<file path="src/design/soc_pkg.sv">
package soc_pkg;

   // uart bit timing, in clk_i cycles
   localparam int CLKS_PER_BIT = 8;
   localparam int HALF_BIT     = CLKS_PER_BIT / 2;
   localparam int BIT_CNT_W    = $clog2(CLKS_PER_BIT);
   // start, eight data bits, stop
   localparam int FRAME_BITS   = 10;

   // internal reset length after board reset release
   localparam int RST_HOLD  = 4;
   localparam int RST_CNT_W = $clog2(RST_HOLD + 1);

   // scratch memory geometry
   localparam int MEM_DEPTH  = 16;
   localparam int MEM_ADDR_W = 4;

   // host command bytes
   localparam logic [7:0] CMD_WRITE = 8'h57;
   localparam logic [7:0] CMD_READ  = 8'h52;
   localparam logic [7:0] REPLY_ACK = 8'h2B;

   typedef enum logic [2:0] {
      ST_IDLE,
      ST_ADDR,
      ST_DATA,
      ST_READ,
      ST_SEND,
      ST_TRAP
   } ctrl_state_t;

endpackage

</file>
<file path="src/design/mem_if.sv">
`timescale 1ns/1ps

interface mem_if;

   logic                          en;
   logic                          we;
   logic [soc_pkg::MEM_ADDR_W-1:0] addr;
   logic [7:0]                    wdata;
   // valid one cycle after a read enable
   logic [7:0]                    rdata;

   modport ctrl(output en, output we, output addr, output wdata, input rdata);

   modport mem(input en, input we, input addr, input wdata, output rdata);

endinterface

</file>
<file path="src/design/monitor_ctrl.sv">
`timescale 1ns/1ps

module monitor_ctrl (
   input  logic       clk_i,
   input  logic       rst_n_i,
   input  logic [7:0] rx_byte_i,
   input  logic       rx_valid_i,
   input  logic       tx_busy_i,
   output logic [7:0] tx_byte_o,
   output logic       tx_start_o,
   output logic       trap_o,
   mem_if.ctrl        mem
);

   soc_pkg::ctrl_state_t           state_q;
   soc_pkg::ctrl_state_t           state_d;
   logic                           is_write_q;
   logic [soc_pkg::MEM_ADDR_W-1:0] addr_q;
   logic                           opcode_ok;
   logic                           addr_ok;

   assign opcode_ok = (rx_byte_i == soc_pkg::CMD_WRITE) || (rx_byte_i == soc_pkg::CMD_READ);
   assign addr_ok   = rx_byte_i < soc_pkg::MEM_DEPTH;

   always_comb begin
      state_d = state_q;
      case (state_q)
         soc_pkg::ST_IDLE: begin
            if (rx_valid_i) begin
               state_d = opcode_ok ? soc_pkg::ST_ADDR : soc_pkg::ST_TRAP;
            end
         end
         soc_pkg::ST_ADDR: begin
            if (rx_valid_i) begin
               if (!addr_ok) begin
                  state_d = soc_pkg::ST_TRAP;
               end else if (is_write_q) begin
                  state_d = soc_pkg::ST_DATA;
               end else begin
                  state_d = soc_pkg::ST_READ;
               end
            end
         end
         soc_pkg::ST_DATA: begin
            if (rx_valid_i) begin
               state_d = soc_pkg::ST_SEND;
            end
         end
         // one cycle for the registered memory read
         soc_pkg::ST_READ: state_d = soc_pkg::ST_SEND;
         soc_pkg::ST_SEND: begin
            if (!tx_busy_i) begin
               state_d = soc_pkg::ST_IDLE;
            end
         end
         // absorbing until reset
         soc_pkg::ST_TRAP: state_d = soc_pkg::ST_TRAP;
         default: state_d = soc_pkg::ST_IDLE;
      endcase
   end

   always_ff @(posedge clk_i) begin
      if (!rst_n_i) begin
         state_q    <= soc_pkg::ST_IDLE;
         is_write_q <= 1'b0;
      end else begin
         state_q <= state_d;
         if (state_q == soc_pkg::ST_IDLE && rx_valid_i) begin
            is_write_q <= rx_byte_i == soc_pkg::CMD_WRITE;
         end
      end
   end

   always_ff @(posedge clk_i) begin
      if (state_q == soc_pkg::ST_ADDR && rx_valid_i) begin
         addr_q <= rx_byte_i[soc_pkg::MEM_ADDR_W-1:0];
      end
   end

   // write on the data byte, read from the latched address
   assign mem.we    = (state_q == soc_pkg::ST_DATA) && rx_valid_i;
   assign mem.en    = mem.we || (state_q == soc_pkg::ST_READ);
   assign mem.addr  = addr_q;
   assign mem.wdata = rx_byte_i;

   assign tx_start_o = (state_q == soc_pkg::ST_SEND) && !tx_busy_i;
   assign tx_byte_o  = is_write_q ? soc_pkg::REPLY_ACK : mem.rdata;
   assign trap_o     = state_q == soc_pkg::ST_TRAP;

endmodule

</file>
<file path="src/design/reset_pulse_gen.sv">
`timescale 1ns/1ps

module reset_pulse_gen (
   input  logic clk_i,
   input  logic rst_n_i,
   output logic sys_rst_n_o,
   output logic ready_o
);

   logic [soc_pkg::RST_CNT_W-1:0] hold_cnt_q;
   logic                          ready_q;

   // counts edges with board reset high, saturates at RST_HOLD
   always_ff @(posedge clk_i) begin
      if (!rst_n_i) begin
         hold_cnt_q <= '0;
         ready_q    <= 1'b0;
      end else begin
         if (hold_cnt_q != soc_pkg::RST_CNT_W'(soc_pkg::RST_HOLD)) begin
            hold_cnt_q <= hold_cnt_q + 1'b1;
         end
         // set on the RST_HOLD-th edge
         if (hold_cnt_q == soc_pkg::RST_CNT_W'(soc_pkg::RST_HOLD - 1)) begin
            ready_q <= 1'b1;
         end
      end
   end

   // internal reset released together with ready
   assign sys_rst_n_o = ready_q;
   assign ready_o     = ready_q;

endmodule

</file>
<file path="src/design/scratch_mem.sv">
`timescale 1ns/1ps

module scratch_mem (
   input logic clk_i,
   input logic rst_n_i,
   mem_if.mem  mem
);

   logic [7:0] ram_q [soc_pkg::MEM_DEPTH];
   logic [7:0] rdata_q;

   // contents start at zero, like the board memory after init
   always_ff @(posedge clk_i) begin
      if (!rst_n_i) begin
         for (int i = 0; i < soc_pkg::MEM_DEPTH; i++) begin
            ram_q[i] <= '0;
         end
         rdata_q <= '0;
      end else if (mem.en) begin
         if (mem.we) begin
            ram_q[mem.addr] <= mem.wdata;
         end else begin
            rdata_q <= ram_q[mem.addr];
         end
      end
   end

   assign mem.rdata = rdata_q;

endmodule

</file>
<file path="src/design/soc_board_top.sv">
`timescale 1ns/1ps

module soc_board_top (
   input  logic clk_i,
   input  logic rst_n_i,
   input  logic rxd_i,
   output logic txd_o,
   output logic trap_o,
   output logic ready_o
);

   logic       sys_rst_n;
   logic [7:0] rx_byte;
   logic       rx_valid;
   logic [7:0] tx_byte;
   logic       tx_start;
   logic       tx_busy;

   mem_if mem_bus ();

   // clean fixed-length reset for everything below
   reset_pulse_gen u_reset_pulse_gen (
      .clk_i      (clk_i),
      .rst_n_i    (rst_n_i),
      .sys_rst_n_o(sys_rst_n),
      .ready_o    (ready_o)
   );

   uart_rx u_uart_rx (
      .clk_i     (clk_i),
      .rst_n_i   (sys_rst_n),
      .rxd_i     (rxd_i),
      .rx_byte_o (rx_byte),
      .rx_valid_o(rx_valid)
   );

   uart_tx u_uart_tx (
      .clk_i     (clk_i),
      .rst_n_i   (sys_rst_n),
      .tx_byte_i (tx_byte),
      .tx_start_i(tx_start),
      .txd_o     (txd_o),
      .tx_busy_o (tx_busy)
   );

   monitor_ctrl u_monitor_ctrl (
      .clk_i     (clk_i),
      .rst_n_i   (sys_rst_n),
      .rx_byte_i (rx_byte),
      .rx_valid_i(rx_valid),
      .tx_busy_i (tx_busy),
      .tx_byte_o (tx_byte),
      .tx_start_o(tx_start),
      .trap_o    (trap_o),
      .mem       (mem_bus.ctrl)
   );

   // stands in for external memory
   scratch_mem u_scratch_mem (
      .clk_i  (clk_i),
      .rst_n_i(sys_rst_n),
      .mem    (mem_bus.mem)
   );

endmodule

</file>
<file path="src/design/uart_rx.sv">
`timescale 1ns/1ps

module uart_rx (
   input  logic       clk_i,
   input  logic       rst_n_i,
   input  logic       rxd_i,
   output logic [7:0] rx_byte_o,
   output logic       rx_valid_o
);

   logic                          rxd_meta_q;
   logic                          rxd_sync_q;
   logic                          active_q;
   logic [soc_pkg::BIT_CNT_W-1:0] cnt_q;
   // 0 start, 1..8 data, 9 stop, 10 trailing half bit
   logic [3:0]                    bit_idx_q;
   logic [7:0]                    shift_q;
   logic                          valid_q;

   // two-flop synchronizer, line idles high
   always_ff @(posedge clk_i) begin
      if (!rst_n_i) begin
         rxd_meta_q <= 1'b1;
         rxd_sync_q <= 1'b1;
      end else begin
         rxd_meta_q <= rxd_i;
         rxd_sync_q <= rxd_meta_q;
      end
   end

   always_ff @(posedge clk_i) begin
      if (!rst_n_i) begin
         active_q  <= 1'b0;
         cnt_q     <= '0;
         bit_idx_q <= '0;
         valid_q   <= 1'b0;
      end else begin
         valid_q <= 1'b0;
         if (!active_q) begin
            // falling edge of start bit, first sample at mid-bit
            if (!rxd_sync_q) begin
               active_q  <= 1'b1;
               cnt_q     <= soc_pkg::BIT_CNT_W'(soc_pkg::HALF_BIT - 1);
               bit_idx_q <= '0;
            end
         end else if (cnt_q != '0) begin
            cnt_q <= cnt_q - 1'b1;
         end else begin
            cnt_q     <= soc_pkg::BIT_CNT_W'(soc_pkg::CLKS_PER_BIT - 1);
            bit_idx_q <= bit_idx_q + 1'b1;
            if (bit_idx_q == 4'd0) begin
               // glitch, not a real start bit
               if (rxd_sync_q) begin
                  active_q <= 1'b0;
               end
            end else if (bit_idx_q == 4'd9) begin
               // bad stop bit drops the frame
               if (!rxd_sync_q) begin
                  active_q <= 1'b0;
               end
               cnt_q <= soc_pkg::BIT_CNT_W'(soc_pkg::HALF_BIT - 1);
            end else if (bit_idx_q == 4'd10) begin
               valid_q  <= 1'b1;
               active_q <= 1'b0;
            end
         end
      end
   end

   // data bits arrive lsb first
   always_ff @(posedge clk_i) begin
      if (active_q && cnt_q == '0 && bit_idx_q >= 4'd1 && bit_idx_q <= 4'd8) begin
         shift_q <= {rxd_sync_q, shift_q[7:1]};
      end
   end

   assign rx_byte_o  = shift_q;
   assign rx_valid_o = valid_q;

endmodule

</file>
<file path="src/design/uart_tx.sv">
`timescale 1ns/1ps

module uart_tx (
   input  logic       clk_i,
   input  logic       rst_n_i,
   input  logic [7:0] tx_byte_i,
   input  logic       tx_start_i,
   output logic       txd_o,
   output logic       tx_busy_o
);

   logic                          busy_q;
   logic                          txd_q;
   logic [soc_pkg::BIT_CNT_W-1:0] cnt_q;
   logic [3:0]                    bit_idx_q;
   // stop bit on top, data below
   logic [8:0]                    shift_q;

   always_ff @(posedge clk_i) begin
      if (!rst_n_i) begin
         busy_q    <= 1'b0;
         txd_q     <= 1'b1;
         cnt_q     <= '0;
         bit_idx_q <= '0;
      end else if (!busy_q) begin
         if (tx_start_i) begin
            // start bit goes out right away
            busy_q    <= 1'b1;
            txd_q     <= 1'b0;
            cnt_q     <= soc_pkg::BIT_CNT_W'(soc_pkg::CLKS_PER_BIT - 1);
            bit_idx_q <= '0;
         end
      end else if (cnt_q != '0) begin
         cnt_q <= cnt_q - 1'b1;
      end else begin
         cnt_q <= soc_pkg::BIT_CNT_W'(soc_pkg::CLKS_PER_BIT - 1);
         if (bit_idx_q == 4'(soc_pkg::FRAME_BITS - 1)) begin
            busy_q <= 1'b0;
            txd_q  <= 1'b1;
         end else begin
            bit_idx_q <= bit_idx_q + 1'b1;
            txd_q     <= shift_q[0];
         end
      end
   end

   always_ff @(posedge clk_i) begin
      if (!busy_q && tx_start_i) begin
         shift_q <= {1'b1, tx_byte_i};
      end else if (busy_q && cnt_q == '0) begin
         shift_q <= {1'b1, shift_q[8:1]};
      end
   end

   assign txd_o     = txd_q;
   assign tx_busy_o = busy_q;

endmodule

</file>
<file path="config.mk">
export PLATFORM = sky130hd
export DESIGN_NAME = soc_board_top
export DESIGN_NICKNAME = d
export VERILOG_FILES = /design/src/design/soc_pkg.sv /design/src/design/mem_if.sv /design/src/design/monitor_ctrl.sv /design/src/design/reset_pulse_gen.sv /design/src/design/scratch_mem.sv /design/src/design/soc_board_top.sv /design/src/design/uart_rx.sv /design/src/design/uart_tx.sv
export SDC_FILE = /design/constraint.sdc
export NUM_CORES = 1
export LEC_CHECK = 0
export ABC_AREA = 1
export BUFFER_PORTS_ARGS = -buffer_cell sky130_fd_sc_hd__buf_4
export CORE_MARGIN = 2
export CORE_UTILIZATION = 59
export CTS_BUF_LIST = sky130_fd_sc_hd__clkbuf_4 sky130_fd_sc_hd__clkbuf_8
export DETAILED_ROUTE_END_ITERATION = 10
export GPL_ROUTABILITY_DRIVEN = 1
export PLACE_DENSITY = 0.78
export SLEW_MARGIN = 10
export SYNTH_ARGS = -nofsm -noshare
export SYNTH_HDL_FRONTEND = slang
export SYNTH_HIERARCHICAL = 1
export SYNTH_SLANG_ARGS = --single-unit
</file>
<file path="constraint.sdc">
create_clock -name clk_i -period 1.8 [get_ports clk_i]
set_input_delay 0.54 -clock clk_i [delete_from_list [all_inputs] [get_ports clk_i]]
set_output_delay 0.54 -clock clk_i [all_outputs]
set_load 0.01 [all_outputs]
</file>
# Word-level counts from Yosys, hierarchy flattened

Memory sizes are Yosys's and may differ from the RTL's. A register that Yosys moved wholly into a read port is not among the register bits.
Index checks and enable logic that the tools add are counted.

Shifts and indexed selects: 0
Multipliers: 0
Bitwise operators: 3
Reduce and logical (&&, ||, !) cells: 28
Mux-type cells: 50
Add/subtract/negate cells: 5
Equal/unequal tests: 20
Magnitude comparators: 3
Divide/modulo/power cells: 0

Operator list:

| kind                  | number |
|---|---|
| $mux W3               | 14 |
| $mux W4               | 8 |
| $mux W8               | 4 |
| $mux W1               | 23 |
| $pmux W3 S6           | 1 |
| $eq A8 B7 Y1 const B  | 2 |
| $ne A2 B2 Y1 const B  | 8 |
| $eq A4 B4 Y1 const B  | 3 |
| $eq A3 B2 Y1 const B  | 3 |
| $logic_and A1 B1 Y1   | 9 |
| $logic_not A3 Y1      | 3 |
| $add A4 B1 Y4 const B | 2 |
| $lt A8 B5 Y1 const B  | 1 |
| $reduce_or A8 Y1      | 1 |
| $eq A3 B3 Y1 const B  | 2 |
| $reduce_and A2 Y1     | 3 |
| $reduce_bool A3 Y1    | 2 |
| $sub A3 B1 Y3 const B | 2 |
| $reduce_or A5 Y1      | 1 |
| $ge A4 B1 Y1 const B  | 1 |
| $le A4 B4 Y1 const B  | 1 |
| $logic_not A4 Y1      | 1 |
| $reduce_and A4 Y1     | 1 |
| $reduce_bool A2 Y1    | 2 |
| 7 further kinds       | 11 |

Memory bits (read-only): 0
Bits in latches: 0
Logic and storage cells: 127
Memory bits (writable): 128
Output and inout bits: 3
Register bits after elaboration: 48
Memories: 1

Memory list:

| memory              | depth | bits a word | rd ports | clocked after Yosys merged registers in | write ports | RTL line         | text |
|---|---|---|---|---|---|---|---|
| u_scratch_mem.ram_q | 16    | 8           | 1        | 1                                       | 16          | scratch_mem.sv:9 | `logic [7:0] ram_q [soc_pkg::MEM_DEPTH];` |

# Logic depth before layout (Yosys ltp)

Word-level depth: 8
Gate-level depth with buffers: 11
Gate-level depth less buffers: 9

# Hierarchy

Netlist, hierarchy kept.

By module, submodules not included:

| module          | sequential area each (µm²) | cells an instance | area each (µm²) | times used |
|---|---|---|---|---|
| scratch_mem     | 4,003.8                    | 686               | 6,199.7         | 1 |
| uart_tx         | 420.4                      | 106               | 842.1           | 1 |
| uart_rx         | 460.4                      | 84                | 830.8           | 1 |
| monitor_ctrl    | 200.2                      | 88                | 574.3           | 1 |
| reset_pulse_gen | 80.1                       | 25                | 196.4           | 1 |

# Least setup slack after synthesis

No wires, ideal clock.

Kind: flip-flop to flip-flop
Start point: reg u_monitor_ctrl.state_q[1]
End point: mem u_scratch_mem.ram_q[10][0] (enable)
Slack: -0.143 ns
Clock period less this slack: 1.943 ns
Setup time: 0.329 ns
Arrival time: 1.614 ns
Path buffers: 0
Stages on the path, launching flop included: 7
Path through: dfxtp_1 > inv_2 > a211oi_1 > nand3_1 > nor3_2 > nand2_2 > nand2_1

RTL lines:

| element                | RTL line           | text |
|---|---|---|
| start, declared        | monitor_ctrl.sv:15 | `soc_pkg::ctrl_state_t state_q;` |
| start signal, assigned | monitor_ctrl.sv:64 | `state_q <= soc_pkg::ST_IDLE;` |
| start signal, assigned | monitor_ctrl.sv:67 | `state_q <= state_d;` |
| end, declared          | scratch_mem.sv:9   |  |

==> metrics <==
Core Util, Final=71.4%; Hold Crit Class=input pin to flop; Hold Startpoint=rxd_i; Clock Tree Root=clkbuf_8; GR Overflow Total=0; CP max stage delay=0.34 ns; total CTS buffers=17; Vias=6777; CP required=1.98 ns; Post-Syn Nets=1006; row cnt=44; critical path's slowest cell=dfxtp_1; sequential area share after synthesis=between 50% and 60%; final slew viol count=0; delay-heaviest family, CP=simple AND/OR/NAND/NOR gates; MaxCap Viol Count=0; Final nets=1051; FMAX=531 MHz; CTS tree=done; I/O pin cnt=6; fin crit share=105%; CTS Sinks=184; Layout area overhead=19.2%; I/O Buffers=5; insertion delay to the later sink of the worst-skew pair=0.47 ns; kind of critical path=flop to flop; r2r worst-path depth=7; hold path endpoint=u_uart_rx/rxd_meta_q$_SDFF_PN1_; detailed placement HPWL=12400 µm; Clock Skews=around 0.010 ns; power per cell area=910 nW/µm²; unrepaired setup endpoints after global routing=yes; Least-Margin Pin Slew=0.614 ns; Overall Global Routing Usage=25.9%; GP Congestion=0.866; failing checks=negative setup slack; Reg-to-Reg End=u_scratch_mem/ram_q[8][7]$_SDFFCE_PN0P_; share of the synthesized area in the top cell type=51.4%; Synth Cell Area=slightly below 9000 µm²; layout cell share with drive strength beyond 1=a little over a fifth; crit path capture type=flop; Final ANT Viol Nets=0; number of inserted diodes=0; post-synth top area cell=edfxtp_1; first-pass GRT wire length=31800 µm; DIE AREA=15600 µm²; Fin Setup TNS=-4.06 ns; Max IR drop VDD=0.696 mV; highest net fanout along the worst path=8; total routed wirelength=20000 µm; vias per cell=5.51; Crit path depth=7; Static Leak=4.48 nW; Yosys cell types=34; clk buf depth=2; Syn Inst Count=between 900 and 1000; worst path bufs/invs=2; commonest cells after routing, fill and taps aside=325 x nand2_1, 148 x edfxtp_1, 125 x nor2_1, 57 x inv_1, 55 x nand3_1; vias in the first global route=about 6500; pre-CTS setup slack=-0.244 ns; Area contributors post-synth=edfxtp_1 51%, nand2_1 15%, dfxtp_1 8.3%, nor2_1 7.8%, nand3_1 3.2%; commonest non-fill, non-tap cell in the layout=nand2_1; Reg2Reg Setup Slack=-0.08 ns; WHS=0.254 ns; cells along the critical path=buf_4, a211oi_4, nand3_2, buf_6, nor3_4, nand2_2, nand2_4; Startpoint Class=flop; setup violators final=98; # DRC=0; DR pass1 iterations=5; Yosys warning count=6; wire length per cell=about 16 µm; DIE HEIGHT=between 100 and 150 µm; status=finished, violations left; Hold Buf Count CTS=0; Die X=125 µm; largest net degree at the start of global routing=49; hold path depth=2; Final WS setup=-0.0835 ns; Final Hold Fails=0; worst r2r src=u_monitor_ctrl/state_q[2]$_SDFFE_PN0P_; Iter 0 DRT Violations=558; Core Footprint=14400 µm²; relative slew slack=58.9%; Syn Area/Cell=about 9 µm²; H-tree depth=4; worst endpoint data arrival time=2.06 ns; min cycle time layout=approximately 1.9 ns; Initial Util=59.9%; clk slew on worst S/H paths=0.09 ns; Yosys reg bits=184; initial antenna violation count=0
-- repair_timing --
| action | CTS | global route |
|---|---|---|
| buffers inserted | 8 | 9 |
| gates cloned | 2 | 0 |
| setup endpoints to repair | 256 | 274 |
| pin swaps | 5 | 4 |
| gates resized for setup | 25 | 119 |
-- power breakdown --
group / total [mW] / internal, mW / leakage, nW / switching [mW]
Clock: 2.94 / 1.52 / 0.215 / 1.42
Combinational: 0.998 / 0.362 / 2.25 / 0.635
Sequential: 5.43 / 5.24 / 2.01 / 0.194
-- cells by family (layout without fill, tap and decap cells) --
logic type,Yosys count,in the layout,synth area share (%)
DFF,184,184,59.8
buffers and inverters,115,173,5.57
adders and majority gates,14,14,2.03
AOI/OAI and AO/OA,44,44,2.84
and+or+nand+nor,631,631,29.7
xor gates and xnor gates,1,1,0.101
-- stage by stage --
stage / area, µm² / total power, mW / std cells
3_5_place_dp: 9160 / 6.38 / 1180
4_1_cts: 9820 / 9.38 / 1222
3_3_place_gp: 9160 / 6.32 / 1180
5_1_grt: 10300 / 9.73 / 1231
6_report: 10300 / 9.37 / 1231
2_1_floorplan: 8690 / 6.09 / 989
-- final cells by class --
cell class              count  area (µm²)
repair buffers             74         737
fillers                  1007        4130
inverters                  67         254
clock inverters            11         144
multi-input cells         690        3470
flip-flops and latches    184        5170
well taps                 184         230
clock buffers              21         289
-- synth_stat cells --
library cell	n
nand2_4	2
clkbuf_1	24
or2_1	1
inv_1	59
o21ai_0	17
nor3_1	5
xor2_1	1
buf_2	10
nand4_1	12
nor3_2	4
nand2_1	353
or2_4	1
o21ai_1	4
buf_4	10
a21boi_2	1
a31oi_1	1
ha_1	14
nand2_2	6
nand3_1	56
a21boi_0	1
nor2_1	179
inv_2	7
clkinv_1	1
dfxtp_1	36
nor4_1	1
buf_1	4
o21a_1	1
or2_2	7
nor2_2	4
a21oi_1	15
edfxtp_1	148
o21bai_1	1
a211oi_1	1
o21ai_2	2
-- worst max-delay path by stage --
stage,startpoint,end
6_report,u_monitor_ctrl/state_q[2]$_SDFFE_PN0P_,u_scratch_mem/ram_q[8][7]$_SDFFCE_PN0P_
5_1_grt,u_monitor_ctrl/state_q[0]$_SDFFE_PN0P_,u_scratch_mem/ram_q[8][6]$_SDFFCE_PN0P_
4_1_cts,u_monitor_ctrl/state_q[0]$_SDFFE_PN0P_,u_scratch_mem/ram_q[5][2]$_SDFFCE_PN0P_
3_5_place_dp,u_monitor_ctrl/state_q[0]$_SDFFE_PN0P_,u_scratch_mem/ram_q[13][3]$_SDFFCE_PN0P_
3_3_place_gp,u_monitor_ctrl/state_q[0]$_SDFFE_PN0P_,u_scratch_mem/ram_q[13][1]$_SDFFCE_PN0P_
2_1_floorplan,u_monitor_ctrl/state_q[1]$_SDFFE_PN0P_,u_scratch_mem/ram_q[1][0]$_SDFFCE_PN0P_
-- sequential cells by signal, indices dropped and copies added (netlist names) --
| name | cells |
|---|---|
| u_uart_rx/rx_byte_o | 8 |
| u_reset_pulse_gen/hold_cnt_q | 3 |
| u_reset_pulse_gen/ready_o | 1 |
| u_uart_rx/rxd_meta_q | 1 |
| u_uart_tx/tx_busy_o | 1 |
| u_monitor_ctrl/state_q | 3 |
| u_uart_tx/cnt_q | 3 |
| u_scratch_mem/ram_q | 128 |
| u_uart_rx/cnt_q | 3 |
| u_uart_rx/bit_idx_q | 4 |
| u_uart_tx/bit_idx_q | 4 |
| u_uart_rx/rxd_sync_q | 1 |
| u_monitor_ctrl/is_write_q | 1 |
| u_monitor_ctrl/mem.addr | 4 |
| u_uart_tx/shift_q | 8 |
| u_uart_rx/rx_valid_o | 1 |
| u_uart_tx/txd_o | 1 |
| u_uart_rx/active_q | 1 |
| u_scratch_mem/mem.rdata | 8 |
-- worst reg2reg max path, delay by kind of cell, from the launching register on --
family,cells,cell delay (ns)
flops,1,0.34
buf+inv,2,0.33
compound gates,1,0.19
simple gates,4,0.75
-- per-layer routing --
layer | vias to the layer above | routed length (µm) | share of wire [%] | GRT usage [%]
met1 | 3173 | 8040 | 40 | 33.1
met4 | 0 | 493 | 2.5 | 10.5
met3 | 47 | 1460 | 7.3 | 4.75
met2 | 278 | 9970 | 50 | 44.1
li1 | 3279 | - | - | -
met5 | - | 0 | 0 | 0
No activity file was read; power rests on OpenSTA's default activity.
